<file path="src/source/cpuParams.svh">
`ifndef CPU_PARAMS_SVH
`define CPU_PARAMS_SVH

// Word width of registers, memory data and addresses.
`define DATA_WIDTH   16

`define REG_COUNT    8

// Program counter value after reset.
`define RESET_VECTOR 0

// Only the low bits of the second operand count for SHL.
`define SHIFT_WIDTH  4

`endif
</file>
<file path="src/source/cpuPkg.sv">
package cpuPkg;

    typedef enum logic [3:0] {
        ADD  = 4'h0,
        SUB  = 4'h1,
        AND  = 4'h2,
        OR   = 4'h3,
        XOR  = 4'h4,
        SHL  = 4'h5,
        LDI  = 4'h6,
        LD   = 4'h7,
        ST   = 4'h8,
        JMP  = 4'h9,
        HALT = 4'hA
    } opcodes;

    // Flags are ordered {N, Z, C, V} wherever they travel as a vector.
    typedef enum logic [2:0] {
        ALWAYS, EQ, NE, CS, CC, MI, PL, VS
    } conditions;

    typedef enum logic [2:0] {
        FETCH, FETCHWAIT, DECODE, EXECUTE, MEMORY, MEMWAIT, WRITEBACK, HALTED
    } states;

    typedef enum logic [2:0] {
        ALUADD, ALUSUB, ALUAND, ALUOR, ALUXOR, ALUSHL
    } aluOps;

    typedef enum logic [1:0] {
        WRITEALU, WRITEIMMEDIATE, WRITELOAD
    } writeSelects;

endpackage

</file>
<file path="src/source/coreBus.sv">
`timescale 1ns/1ps
`include "cpuParams.svh"

interface coreBus;

    import cpuPkg::*;

    logic                            irLoad, pcIncrement, pcLoad, addressSelect;
    logic                            memRead, memWrite, aluStart, regWrite;
    aluOps                           aluOp;
    writeSelects                     writeSelect;
    opcodes                          opcode;
    conditions                       condition;
    logic [$clog2(`REG_COUNT)-1:0]   rd, rs, rt;
    logic [`DATA_WIDTH-1:0]          immediate, loadData, rsValue, rtValue, aluResult;
    logic [3:0]                      flags;
    logic                            aluDone, waitRequest, readValid;

    modport controller (
        output irLoad, pcIncrement, pcLoad, addressSelect, memRead, memWrite,
        output aluStart, aluOp, regWrite, writeSelect,
        input  opcode, condition, flags, aluDone, waitRequest, readValid
    );
    modport registers (
        input  regWrite, writeSelect, opcode, rd, rs, rt, immediate, loadData, aluResult,
        output rsValue, rtValue
    );
    modport alu (input aluStart, aluOp, rsValue, rtValue, output flags, aluDone, aluResult);
    modport bus (
        input  irLoad, pcIncrement, pcLoad, addressSelect, memRead, memWrite, rsValue, rtValue,
        output opcode, condition, rd, rs, rt, immediate, loadData, waitRequest, readValid
    );

endinterface

</file>
<file path="src/source/cpuCore.sv">
`timescale 1ns/1ps
`include "cpuParams.svh"

module cpuCore(
    input   logic                       clk,
    input   logic                       rstN,
    output  logic                       read,
    output  logic                       write,
    output  logic [`DATA_WIDTH-1:0]     address,
    output  logic [`DATA_WIDTH-1:0]     writeData,
    input   logic [`DATA_WIDTH-1:0]     readData,
    input   logic                       waitRequest,
    input   logic                       readValid,
    output  logic                       halted
    );

    coreBus bus();

    controller
    controller(
        .clk,
        .rstN,
        .bus,
        .halted
    );

    registerFile
    registerFile(
        .clk,
        .rstN,
        .bus
    );

    alu
    alu(
        .clk,
        .rstN,
        .bus
    );

    busUnit
    busUnit(
        .clk,
        .rstN,
        .bus,
        .read,
        .write,
        .address,
        .writeData,
        .readData,
        .waitRequest,
        .readValid
    );

endmodule

</file>
<file path="src/source/busUnit.sv">
`timescale 1ns/1ps
`include "cpuParams.svh"

module busUnit(
    input   logic                       clk,
    input   logic                       rstN,
    coreBus.bus                         bus,
    output  logic                       read,
    output  logic                       write,
    output  logic [`DATA_WIDTH-1:0]     address,
    output  logic [`DATA_WIDTH-1:0]     writeData,
    input   logic [`DATA_WIDTH-1:0]     readData,
    input   logic                       waitRequest,
    input   logic                       readValid
    );

    import cpuPkg::*;

    logic [`DATA_WIDTH-1:0]     pc;
    logic [`DATA_WIDTH-1:0]     ir;
    logic [`DATA_WIDTH-1:0]     loadRegister;

    always_ff @(posedge clk or negedge rstN) begin
        if (!rstN) begin
            pc <= `DATA_WIDTH'(`RESET_VECTOR);
            ir <= '0;
        end else begin
            if (bus.pcLoad) begin
                pc <= bus.immediate;
            end else if (bus.pcIncrement) begin
                pc <= pc + 1'b1;
            end
            if (bus.irLoad) begin
                ir <= readData;
            end
        end
    end

    // the last word returned is kept until write-back.
    always_ff @(posedge clk) begin
        if (readValid) begin
            loadRegister <= readData;
        end
    end

    assign bus.opcode      = opcodes'(ir[15:12]);
    assign bus.condition   = conditions'(ir[11:9]);
    assign bus.rd          = ir[11:9];
    assign bus.rs          = ir[8:6];
    assign bus.rt          = ir[5:3];
    assign bus.immediate   = {{(`DATA_WIDTH-8){1'b0}}, ir[7:0]};
    assign bus.loadData    = loadRegister;
    assign bus.waitRequest = waitRequest;
    assign bus.readValid   = readValid;

    assign read      = bus.memRead;
    assign write     = bus.memWrite;
    assign address   = bus.addressSelect ? bus.rsValue : pc;
    assign writeData = bus.rtValue;

endmodule

</file>
<file path="src/source/alu.sv">
`timescale 1ns/1ps
`include "cpuParams.svh"

module alu(
    input   logic           clk,
    input   logic           rstN,
    coreBus.alu             bus
    );

    import cpuPkg::*;

    localparam int Msb = `DATA_WIDTH - 1;

    logic [Msb:0]               a;
    logic [Msb:0]               b;
    logic [`DATA_WIDTH:0]       sum;
    logic [`DATA_WIDTH:0]       diff;
    logic [Msb:0]               opResult;
    logic                       carry;
    logic                       overflow;
    logic [Msb:0]               result;
    logic [Msb:0]               shifted;
    logic [`SHIFT_WIDTH-1:0]    amount;
    logic [`SHIFT_WIDTH-1:0]    count;
    logic [3:0]                 flags;

    assign a       = bus.rsValue;
    assign b       = bus.rtValue;
    assign amount  = b[`SHIFT_WIDTH-1:0];
    assign shifted = {result[Msb-1:0], 1'b0};

    always_comb begin
        sum      = {1'b0, a} + {1'b0, b};
        diff     = {1'b0, a} - {1'b0, b};
        carry    = 1'b0;
        overflow = 1'b0;
        case (bus.aluOp)
            ALUADD: begin
                opResult = sum[Msb:0];
                carry    = sum[`DATA_WIDTH];
                overflow = (a[Msb] == b[Msb]) && (sum[Msb] != a[Msb]);
            end
            ALUSUB: begin
                opResult = diff[Msb:0];
                carry    = diff[`DATA_WIDTH]; // carry means a borrow here.
                overflow = (a[Msb] != b[Msb]) && (diff[Msb] != a[Msb]);
            end
            ALUAND:  opResult = a & b;
            ALUOR:   opResult = a | b;
            ALUXOR:  opResult = a ^ b;
            default: opResult = a; // the shift starts from the unshifted operand.
        endcase
    end

    always_ff @(posedge clk or negedge rstN) begin
        if (!rstN) begin
            count <= '0;
            flags <= '0;
        end else if (bus.aluStart) begin
            count <= (bus.aluOp == ALUSHL) ? amount : '0;
            flags <= {opResult[Msb], opResult == '0, carry, overflow};
        end else if (count != '0) begin
            count <= count - 1'b1;
            flags <= {shifted[Msb], shifted == '0, result[Msb], 1'b0}; // c takes the bit out.
        end
    end

    always_ff @(posedge clk) begin
        if (bus.aluStart) begin
            result <= opResult;
        end else if (count != '0) begin
            result <= shifted;
        end
    end

    assign bus.aluDone   = bus.aluStart ? (bus.aluOp != ALUSHL || amount == '0) : (count == '0);
    assign bus.aluResult = result;
    assign bus.flags     = flags;

endmodule

</file>
<file path="src/source/registerFile.sv">
`timescale 1ns/1ps
`include "cpuParams.svh"

module registerFile(
    input   logic           clk,
    input   logic           rstN,
    coreBus.registers       bus
    );

    import cpuPkg::*;

    logic [`DATA_WIDTH-1:0]         regs [`REG_COUNT];
    logic [`DATA_WIDTH-1:0]         writeValue;
    logic [$clog2(`REG_COUNT)-1:0]  secondIndex;

    assign secondIndex = (bus.opcode == ST) ? bus.rd : bus.rt; // store data comes from rd.
    assign bus.rsValue = regs[bus.rs];
    assign bus.rtValue = regs[secondIndex];

    always_comb begin
        case (bus.writeSelect)
            WRITEIMMEDIATE: writeValue = bus.immediate;
            WRITELOAD:      writeValue = bus.loadData;
            default:        writeValue = bus.aluResult;
        endcase
    end

    always_ff @(posedge clk or negedge rstN) begin
        if (!rstN) begin
            for (int i = 0; i < `REG_COUNT; i++) begin
                regs[i] <= '0;
            end
        end else if (bus.regWrite) begin
            regs[bus.rd] <= writeValue;
        end
    end

endmodule

</file>
<file path="src/source/controller.sv">
`timescale 1ns/1ps

module controller(
    input   logic               clk,
    input   logic               rstN,
    coreBus.controller          bus,
    output  logic               halted
    );

    import cpuPkg::*;

    states      state;
    states      nextState;
    logic       enable;
    logic       conditionResult;
    logic       fetchDone;
    logic       readStrobe;
    logic       writeStrobe;
    logic       startPulse;

    always_comb begin
        case (bus.condition)
            ALWAYS:  conditionResult = 1'b1;
            EQ:      conditionResult = bus.flags[2];
            NE:      conditionResult = !bus.flags[2];
            CS:      conditionResult = bus.flags[1];
            CC:      conditionResult = !bus.flags[1];
            MI:      conditionResult = bus.flags[3];
            PL:      conditionResult = !bus.flags[3];
            VS:      conditionResult = bus.flags[0];
            default: conditionResult = 1'b0;
        endcase
    end

    // a request only counts as accepted once its strobe is actually out.
    always_comb begin
        case (state)
            FETCH:     enable = readStrobe && !bus.waitRequest;
            MEMORY:    enable = (readStrobe || writeStrobe) && !bus.waitRequest;
            FETCHWAIT,
            MEMWAIT:   enable = bus.readValid;
            EXECUTE:   enable = (bus.opcode != SHL) || bus.aluDone;
            default:   enable = 1'b1;
        endcase
    end

    always_comb begin
        nextState = state;
        if (enable) begin
            case (state)
                FETCH:     nextState = FETCHWAIT;
                FETCHWAIT: nextState = DECODE;
                DECODE: begin
                    case (bus.opcode)
                        HALT:    nextState = HALTED;
                        LD, ST:  nextState = MEMORY;
                        LDI:     nextState = WRITEBACK;
                        ADD, SUB, AND, OR, XOR, SHL, JMP: begin
                            nextState = EXECUTE;
                        end
                        default: nextState = FETCH; // unused encodings do nothing.
                    endcase
                end
                EXECUTE:   nextState = (bus.opcode == JMP) ? FETCH : WRITEBACK;
                MEMORY:    nextState = (bus.opcode == LD) ? MEMWAIT : FETCH;
                MEMWAIT:   nextState = WRITEBACK;
                WRITEBACK: nextState = FETCH;
                default:   nextState = HALTED;
            endcase
        end
    end

    // Strobes and the start pulse are registered from the next state.
    always_ff @(posedge clk or negedge rstN) begin
        if (!rstN) begin
            state       <= FETCH;
            readStrobe  <= 1'b0;
            writeStrobe <= 1'b0;
            startPulse  <= 1'b0;
        end else begin
            state       <= nextState;
            readStrobe  <= (nextState == FETCH) || (nextState == MEMORY && bus.opcode == LD);
            writeStrobe <= (nextState == MEMORY) && (bus.opcode == ST);
            startPulse  <= (state == DECODE) && (nextState == EXECUTE) && (bus.opcode != JMP);
        end
    end

    always_comb begin
        case (bus.opcode)
            SUB:     bus.aluOp = ALUSUB;
            AND:     bus.aluOp = ALUAND;
            OR:      bus.aluOp = ALUOR;
            XOR:     bus.aluOp = ALUXOR;
            SHL:     bus.aluOp = ALUSHL;
            default: bus.aluOp = ALUADD;
        endcase
        case (bus.opcode)
            LDI:     bus.writeSelect = WRITEIMMEDIATE;
            LD:      bus.writeSelect = WRITELOAD;
            default: bus.writeSelect = WRITEALU;
        endcase
    end

    assign fetchDone         = (state == FETCHWAIT) && bus.readValid;
    assign bus.irLoad        = fetchDone;
    assign bus.pcIncrement   = fetchDone;
    assign bus.pcLoad        = (state == EXECUTE) && (bus.opcode == JMP) && conditionResult;
    assign bus.addressSelect = state == MEMORY; // data accesses address through rs.
    assign bus.memRead       = readStrobe;
    assign bus.memWrite      = writeStrobe;
    assign bus.aluStart      = startPulse;
    assign bus.regWrite      = state == WRITEBACK;
    assign halted            = state == HALTED;

endmodule

</file>
<file path="config.mk">
export PLATFORM = sky130hd
export DESIGN_NAME = cpuCore
export DESIGN_NICKNAME = d
export VERILOG_FILES = /design/src/source/cpuPkg.sv /design/src/source/coreBus.sv /design/src/source/cpuCore.sv /design/src/source/busUnit.sv /design/src/source/alu.sv /design/src/source/registerFile.sv /design/src/source/controller.sv
export VERILOG_INCLUDE_DIRS = /design/src /design/src/source
export SDC_FILE = /design/constraint.sdc
export NUM_CORES = 1
export LEC_CHECK = 0
export ABC_CLOCK_PERIOD_IN_PS = 4760
export BUFFER_PORTS_ARGS = -buffer_cell sky130_fd_sc_hd__buf_2
export CORE_AREA = 3 3 144 174
export CTS_CLUSTER_DIAMETER = 80
export DETAILED_ROUTE_END_ITERATION = 10
export DIE_AREA = 0 0 147 177
export GPL_TIMING_DRIVEN = 0
export HOLD_SLACK_MARGIN = 0.08
export MAX_ROUTING_LAYER = met4
export PLACE_DENSITY = 0.77
export SYNTH_ARGS = -nofsm -noshare
export SYNTH_HDL_FRONTEND = slang
export SYNTH_SLANG_ARGS = --single-unit
</file>
<file path="constraint.sdc">
create_clock -name clk -period 4.76 [get_ports clk]
set_input_delay 0.952 -clock clk [delete_from_list [all_inputs] [get_ports clk]]
set_output_delay 0.952 -clock clk [all_outputs]
set_load 0.05 [all_outputs]
</file>
# ---- After elaboration in Yosys (flattened, before gate mapping)
# Memories as Yosys holds them, arrays and structs flattened.
# Index checks and enable logic that the tools add are counted.
dict set report totals {
  register_bits 206
  mem_bits_ro 48
  output_inout_bits 35
  wordCells 137
  mem_count 1
}
dict set report classes {
  addsub 4
  magnitude_cmp 4
  eq_ne 39
  mux 33
  bitwise_logic 6
  reduce_logical 32
}
# name words word_bits read_ports rd_ports_with_merged_regs wr line
set memory_table {}
lappend memory_table {{(name not given)} 16 3 1 0 0 controller.sv:54} ;# case (bus.opcode)
# op count
set op_table {}
lappend op_table {{2-to-1 mux 16 bit} 10}
lappend op_table {{bitwise mux 128 bit} 1}
lappend op_table {{binary-select mux 16 bit (select 3 bit)} 2}
lappend op_table {{one-hot mux 16 bit (5 select lines)} 1}
lappend op_table {{demux 16 bit (select 3 bit)} 1}
lappend op_table {{== test 3 bit, second input constant} 11}
lappend op_table {{zero test 16 bit} 2}
lappend op_table {{one-hot mux 16 bit (2 select lines)} 1}
lappend op_table {{== test 3 x 2 -> 1 bit, second input constant} 7}
lappend op_table {{one-hot mux 3 bit (7 select lines)} 1}
lappend op_table {{2-to-1 mux 4 bit} 5}
lappend op_table {{adder 16 x 16 -> 17 bit} 1}
lappend op_table {{subtractor 16 x 16 -> 17 bit} 1}
lappend op_table {{adder 16 x 1 -> 16 bit, second input constant} 1}
lappend op_table {{AND 16 bit} 1}
lappend op_table {{== test 4 x 3 -> 1 bit, second input constant} 4}
lappend op_table {{OR 16 bit} 1}
lappend op_table {{XOR 16 bit} 1}
lappend op_table {{one-hot mux 3 bit (5 select lines)} 1}
lappend op_table {{>= comparator 4 bit, second input constant} 3}
lappend op_table {{logical AND 1 bit} 12}
lappend op_table {{zero test 3 bit} 4}
lappend op_table {{2-to-1 mux 3 bit} 4}
lappend op_table {{inverter 3 -> 4 bit} 3}
lappend op_table {{other kinds (24)} 39}

# ---- Depth between registers and ports, before layout
dict set report logic_depth {
  word_depth 15
  ltp_mapped 20
}

# ---- Modules after synthesis
# From an unflattened synthesis, not the netlist that was laid out.
dict set report unflattened {
  cells_unflattened 1485
  hier_area_um2 13990.9
}
# module n_inst cells_each area_per_inst_um2
set by_module_without_submodules {}
lappend by_module_without_submodules {registerFile 1 669 6920.4}
lappend by_module_without_submodules {alu 1 551 4098.9}
lappend by_module_without_submodules {busUnit 1 196 2373.5}
lappend by_module_without_submodules {controller 1 69 598.1}

# ---- Worst setup path after synthesis
# No wires, ideal clock.
dict set report synth_timing {
  path_kind {reg-to-reg}
  from {register busUnit.ir[12]}
  to {register alu.flags[2], in the netlist alu.bus.flags[2]}
  setup_time_ns 0.076
  arrival_time_ns 4.797
  t_required_ns 4.684
  path_slack_ns -0.113
  path_stages_with_launch 20
  path_buffers 4
  cell_sequence {dfrtp_1 -> inv_1 -> ha_1 -> buf_6 -> nand3b_4 -> mux2i_2 -> buf_6 -> buf_2 -> mux4_2 -> mux2_2 -> ha_1 -> clkbuf_1 -> nor3_1 -> and3b_1 -> or4b_1 -> and2_1 -> o22ai_1 -> o21ai_1 -> or3_1 -> o21ai_1}
}
dict set report synth_via {
  elab_chain_len 10
}
# element line
set synth_rtl {}
lappend synth_rtl {{start: declaration} busUnit.sv:20} ;# logic [`DATA_WIDTH-1:0] ir;
lappend synth_rtl {{start signal: assignment} busUnit.sv:34} ;# ir <= readData;
lappend synth_rtl {{== test 4 bit (*)} registerFile.sv:16} ;# assign secondIndex = (bus.opcode == ST) ? bus.rd : bus.rt;
lappend synth_rtl {{2-to-1 mux 3 bit (*)} registerFile.sv:16}
lappend synth_rtl {{inverter 3 -> 4 bit (implied by the code) (*)} registerFile.sv:18} ;# assign bus.rtValue = regs[secondIndex];
lappend synth_rtl {{binary-select mux 16 bit (select 3 bit) (*)} registerFile.sv:18}
lappend synth_rtl {{2-to-1 mux 16 bit (implied by the code) (*) (2 in series)} registerFile.sv:18}
lappend synth_rtl {{named net writeData[11]} cpuCore.sv:10} ;# output logic [`DATA_WIDTH-1:0] writeData,
lappend synth_rtl {{subtractor 16 x 16 -> 17 bit, or another cell as far along} alu.sv:34} ;# diff = {1'b0, a} - {1'b0, b};
lappend synth_rtl {{one-hot mux 16 bit (5 select lines) (*)} alu.sv:37} ;# case (bus.aluOp)
lappend synth_rtl {{zero test 16 bit (*)} alu.sv:61} ;# flags <= {opResult[Msb], opResult == '0, carry, overflow};
lappend synth_rtl {{2-to-1 mux 4 bit (*)} alu.sv:59} ;# end else if (bus.aluStart) begin
lappend synth_rtl {{end signal: assignment} alu.sv:61}
lappend synth_rtl {{end signal: assignment} alu.sv:64} ;# flags <= {shifted[Msb], shifted == '0, result[Msb], 1'b0};
lappend synth_rtl {{end: declaration} alu.sv:25} ;# logic [3:0] flags;
# The timed path passes the listed nets; every way through them passes the cells marked *. The select of a mux whose other input is x is not followed.
# A chain may end at the register's enable or synchronous reset.

# ---- Final worst setup path
dict set report layout_timing {
  from {register busUnit.ir[13]}
  to {register alu.flags[2], in the netlist alu.bus.flags[2]}
}
dict set report layout_via {
  elab_chain_len 10
}
# element line
set layout_rtl {}
lappend layout_rtl {{== test 4 bit} registerFile.sv:16}
lappend layout_rtl {{2-to-1 mux 3 bit} registerFile.sv:16}
lappend layout_rtl {{inverter 3 -> 4 bit (implied by the code)} registerFile.sv:18}
lappend layout_rtl {{binary-select mux 16 bit (select 3 bit)} registerFile.sv:18}
lappend layout_rtl {{2-to-1 mux 16 bit (implied by the code) (2 in series)} registerFile.sv:18}
lappend layout_rtl {{subtractor 16 x 16 -> 17 bit, or another cell as far along} alu.sv:34}
lappend layout_rtl {{one-hot mux 16 bit (5 select lines) (*)} alu.sv:37}
lappend layout_rtl {{zero test 16 bit (*)} alu.sv:61}
lappend layout_rtl {{2-to-1 mux 4 bit (*)} alu.sv:59}
# Mark *: on every way between the ends. The rest lies on a longest branch, timed or not. The select of a mux whose other input is x is not followed.

==> results.ini <==
[placed_design]
dpl.hpwl_um = 32500
dp.cells = 1708
gp_congestion = 0.979
portBuffers = 54
place_area_um2 = 14000

[timing]
post-route-worst-setup-slack_ps = -6.03
rsz0062_at_grt = true
finalCritPeriodShare_pct = 100
maxSlewViolCount = 0
hold_viol = 0
tns_ps = -6.03
skew_ps = 32.5
fmax_ghz = 0.210
worstMarginPinSlew_ps = 1440
relSlewSlack_pct = 3.50
setup_viol_count_final = 1
min_period_ps = 4770

[route]
drt-pass1-iter-count = 6
detail-route-antenna-nets = 0
drc_errors = 0
viasPerCell = 6.70
wl_per_cell_um = 26.0
drt_iter0_drc = 1448
vias = 12041
wirelength_um = 46700

[run]
cap_violations = 0

[layout]
drive_above_1_share_pct = 25.0
fillers = 1800
final_nets = 1549
final_util_pct = 68.3
area_growth_pct = 19.8
fin_cells = 1798
postLayoutCellArea_um2 = 16000

[synthesis]
postSynthCellCount = 1338
yosysMostFrequentCell = dfrtp_1
synth_area_per_cell_um2 = 9.95
yosysWarnings = 0
syn_area_um2 = 13300
ys_seq_elements = 206
synth_flop_cell = dfrtp_1
synthTopCellsByArea = dfrtp_1 (33%), mux4_2 (9.6%), edfxtp_1 (7.2%), ha_1 (5.5%), o21ai_0 (5.2%)
synthTopCellsByCount = dfrtp_1 (174), nand2_1 (146), o21ai_0 (138)
synth_top_area_cell = dfrtp_1
synth_top_area_share_pct = 32.7
ys_async_sr_fraction_pct = 84.5
synth_nets = 1419
synth_cell_types = 87
ys_seq_area_share_pct = 39.9
synth-edff-count = 32

[run_status]
status = finished with violations
violations = setup timing

[global_routing]
grt_max_degree = 109
grt_pass1_vias = 12200
grt_pass1_wl_um = 70500
antenna_found_initial = 1
grtUsageTotal_pct = 36.4
grt-ovfl-total = 0

[setup_path]
path_class = flip-flop to flip-flop
worst_path_max_delay_cell = mux4_2
crit_required_ps = 5210
crit_buf_inv = 5
crit_family = compound AO/OA/AOI/OAI gates
crit_fanout = 5
cp_cell_sequence = inv_2 > ha_4 > nand3b_4 > mux2i_4 > buf_12 > buf_6 > mux4_2 > mux2i_4 > buf_6 > buf_6 > ha_4 > nor3b_4 > o31ai_4 > and2_4 > a2111oi_4 > a211oi_2 > o41a_1 > nor4_2 > nand4bb_1 > o21ai_1
critical-path-max-stage-delay_ps = 510
startpoint_type = flip-flop
worst_setup_path_end_kind = flip-flop
cp_common_cell = buf_6
arrival_ps = 5220

[cts]
cts.clk_slew.worst_paths_ps = 70
clk_path_buf_depth = 3
ctsRootBufferMaster = clkbuf_16
insertion_delay_ps = 530
htreeDepth = 1
cts.sinks = 206
cts_tree = yes
numCtsBuffers = 21

[floorplan]
dieArea_um2 = 26000
core_area_um2 = 23400
fp.dieH_um = 177
io_pins = 55
start_util_pct = 57.0
die_w_um = 147
std_cell_rows = 61

[min_path]
hold_class = input pin to asynchronous set/reset pin

[stage by stage]
step                      hold WS (ps)  worst slack (ps)
after floorplan                    450              24.0
after global placement             475             -1430
after detailed placement           490             -1380
after CTS                          418             -50.0
after global routing               436              -127
final                              385             -6.03
[registers in the layout (all words and copies together), names as in the netlist]
signal                   count
registerFile.regs          128
controller.bus.aluStart      1
alu.bus.flags                4
controller.bus.memWrite      1
controller.bus.memRead       1
alu.bus.aluResult           16
busUnit.pc                  16
busUnit.bus.loadData        16
alu.count                    4
controller.state             3
busUnit.ir                  16
[timing repair]
action | 4_1_cts | 5_1_grt
buffers inserted | 36 | 19
pin swaps | 18 | 38
cloned | 3 | 0
endpoints found under the setup margin | 21 | 14
resized for setup | 105 | 78
hold buffers | 0 | 0
[path summary, 6_finish.rpt]
path                                       start                    end  slack, ps  cells past startpoint
max                               busUnit.ir[13]       alu.bus.flags[2]         -6                     20
min                                         rstN  registerFile.regs[65]        380                      1
max reg2reg                       busUnit.ir[13]       alu.bus.flags[2]         -6                     20
min reg2reg                registerFile.regs[87]  registerFile.regs[87]        510                      2
max in group asynchronous                   rstN         busUnit.pc[12]       3440                      2
min in group clk           registerFile.regs[87]  registerFile.regs[87]        510                      2
[worst register-to-register path, cell delays in order (launching register included)]
cell and delay (ps):
dfrtp_1 390, inv_2 90, ha_4 150, nand3b_4 150, mux2i_4 330, buf_12 180, buf_6 100, mux4_2 510
mux2i_4 260, buf_6 160, buf_6 100, ha_4 200, nor3b_4 250, o31ai_4 100, and2_4 180, a2111oi_4 370
a211oi_2 70, o41a_1 500, nor4_2 290, nand4bb_1 160, o21ai_1 160
[final cells by class]
cell class / instances / area, µm² / share of cell area [%]
diodes: 1 / 2.50 / 0.0157
multi-input cells: 967 / 7920 / 49.6
well taps: 315 / 394 / 2.47
clock inverters: 5 / 60.1 / 0.376
inverters: 80 / 300 / 1.88
repair buffers: 112 / 865 / 5.42
clock buffers: 32 / 628 / 3.94
flip-flops and latches: 206 / 5320 / 33.3
plain buffers: 80 / 472 / 2.96
[per-layer routing]
metal | wire length, µm | up-vias | track usage, %
met5 | 0 | - | -
met4 | 3410 | 0 | 23.0
met3 | 4290 | 236 | 6.38
met2 | 22600 | 801 | 59.0
met1 | 16400 | 5865 | 42.2
li1 | - | 5139 | -
[cells in the final DEF, fill, tap and decap left out, types with 9 or more instances in the layout]
| cell type | n |
|---|---|
| a21oi_1 | 85 |
| a22oi_1 | 14 |
| a31oi_1 | 9 |
| buf_2 | 63 |
| buf_4 | 47 |
| buf_6 | 9 |
| clkbuf_1 | 55 |
| clkbuf_16 | 22 |
| dfrtp_1 | 174 |
| edfxtp_1 | 32 |
| ha_1 | 48 |
| ha_4 | 10 |
| inv_1 | 73 |
| mux2_2 | 32 |
| mux2i_1 | 26 |
| mux2i_4 | 12 |
| mux4_2 | 61 |
| nand2_1 | 146 |
| nand2b_1 | 9 |
| nand3_1 | 17 |
| nor2_1 | 103 |
| nor3_1 | 25 |
| o21ai_0 | 134 |
| o22ai_1 | 10 |
| xnor2_1 | 12 |
| xor2_1 | 10 |
[cell families (layout without fill, tap and decap cells)]
kind of cell | after synthesis | after routing | synth area share [%]
buffers and inverters | 165 | 309 | 5.01
AND/OR/NAND/NOR | 385 | 385 | 13.6
flip-flops | 206 | 206 | 39.9
other | 0 | 1 | 0
multiplexers | 143 | 143 | 17.7
XOR/XNOR | 22 | 22 | 1.45
AO/OA/AOI/OAI | 356 | 356 | 16.5
adder cells (fa/ha/maj) | 61 | 61 | 5.84
Power is left out: the tool's default activity adds up to more than one toggle a clock period on the data nets, which glitch-free logic cannot reach.
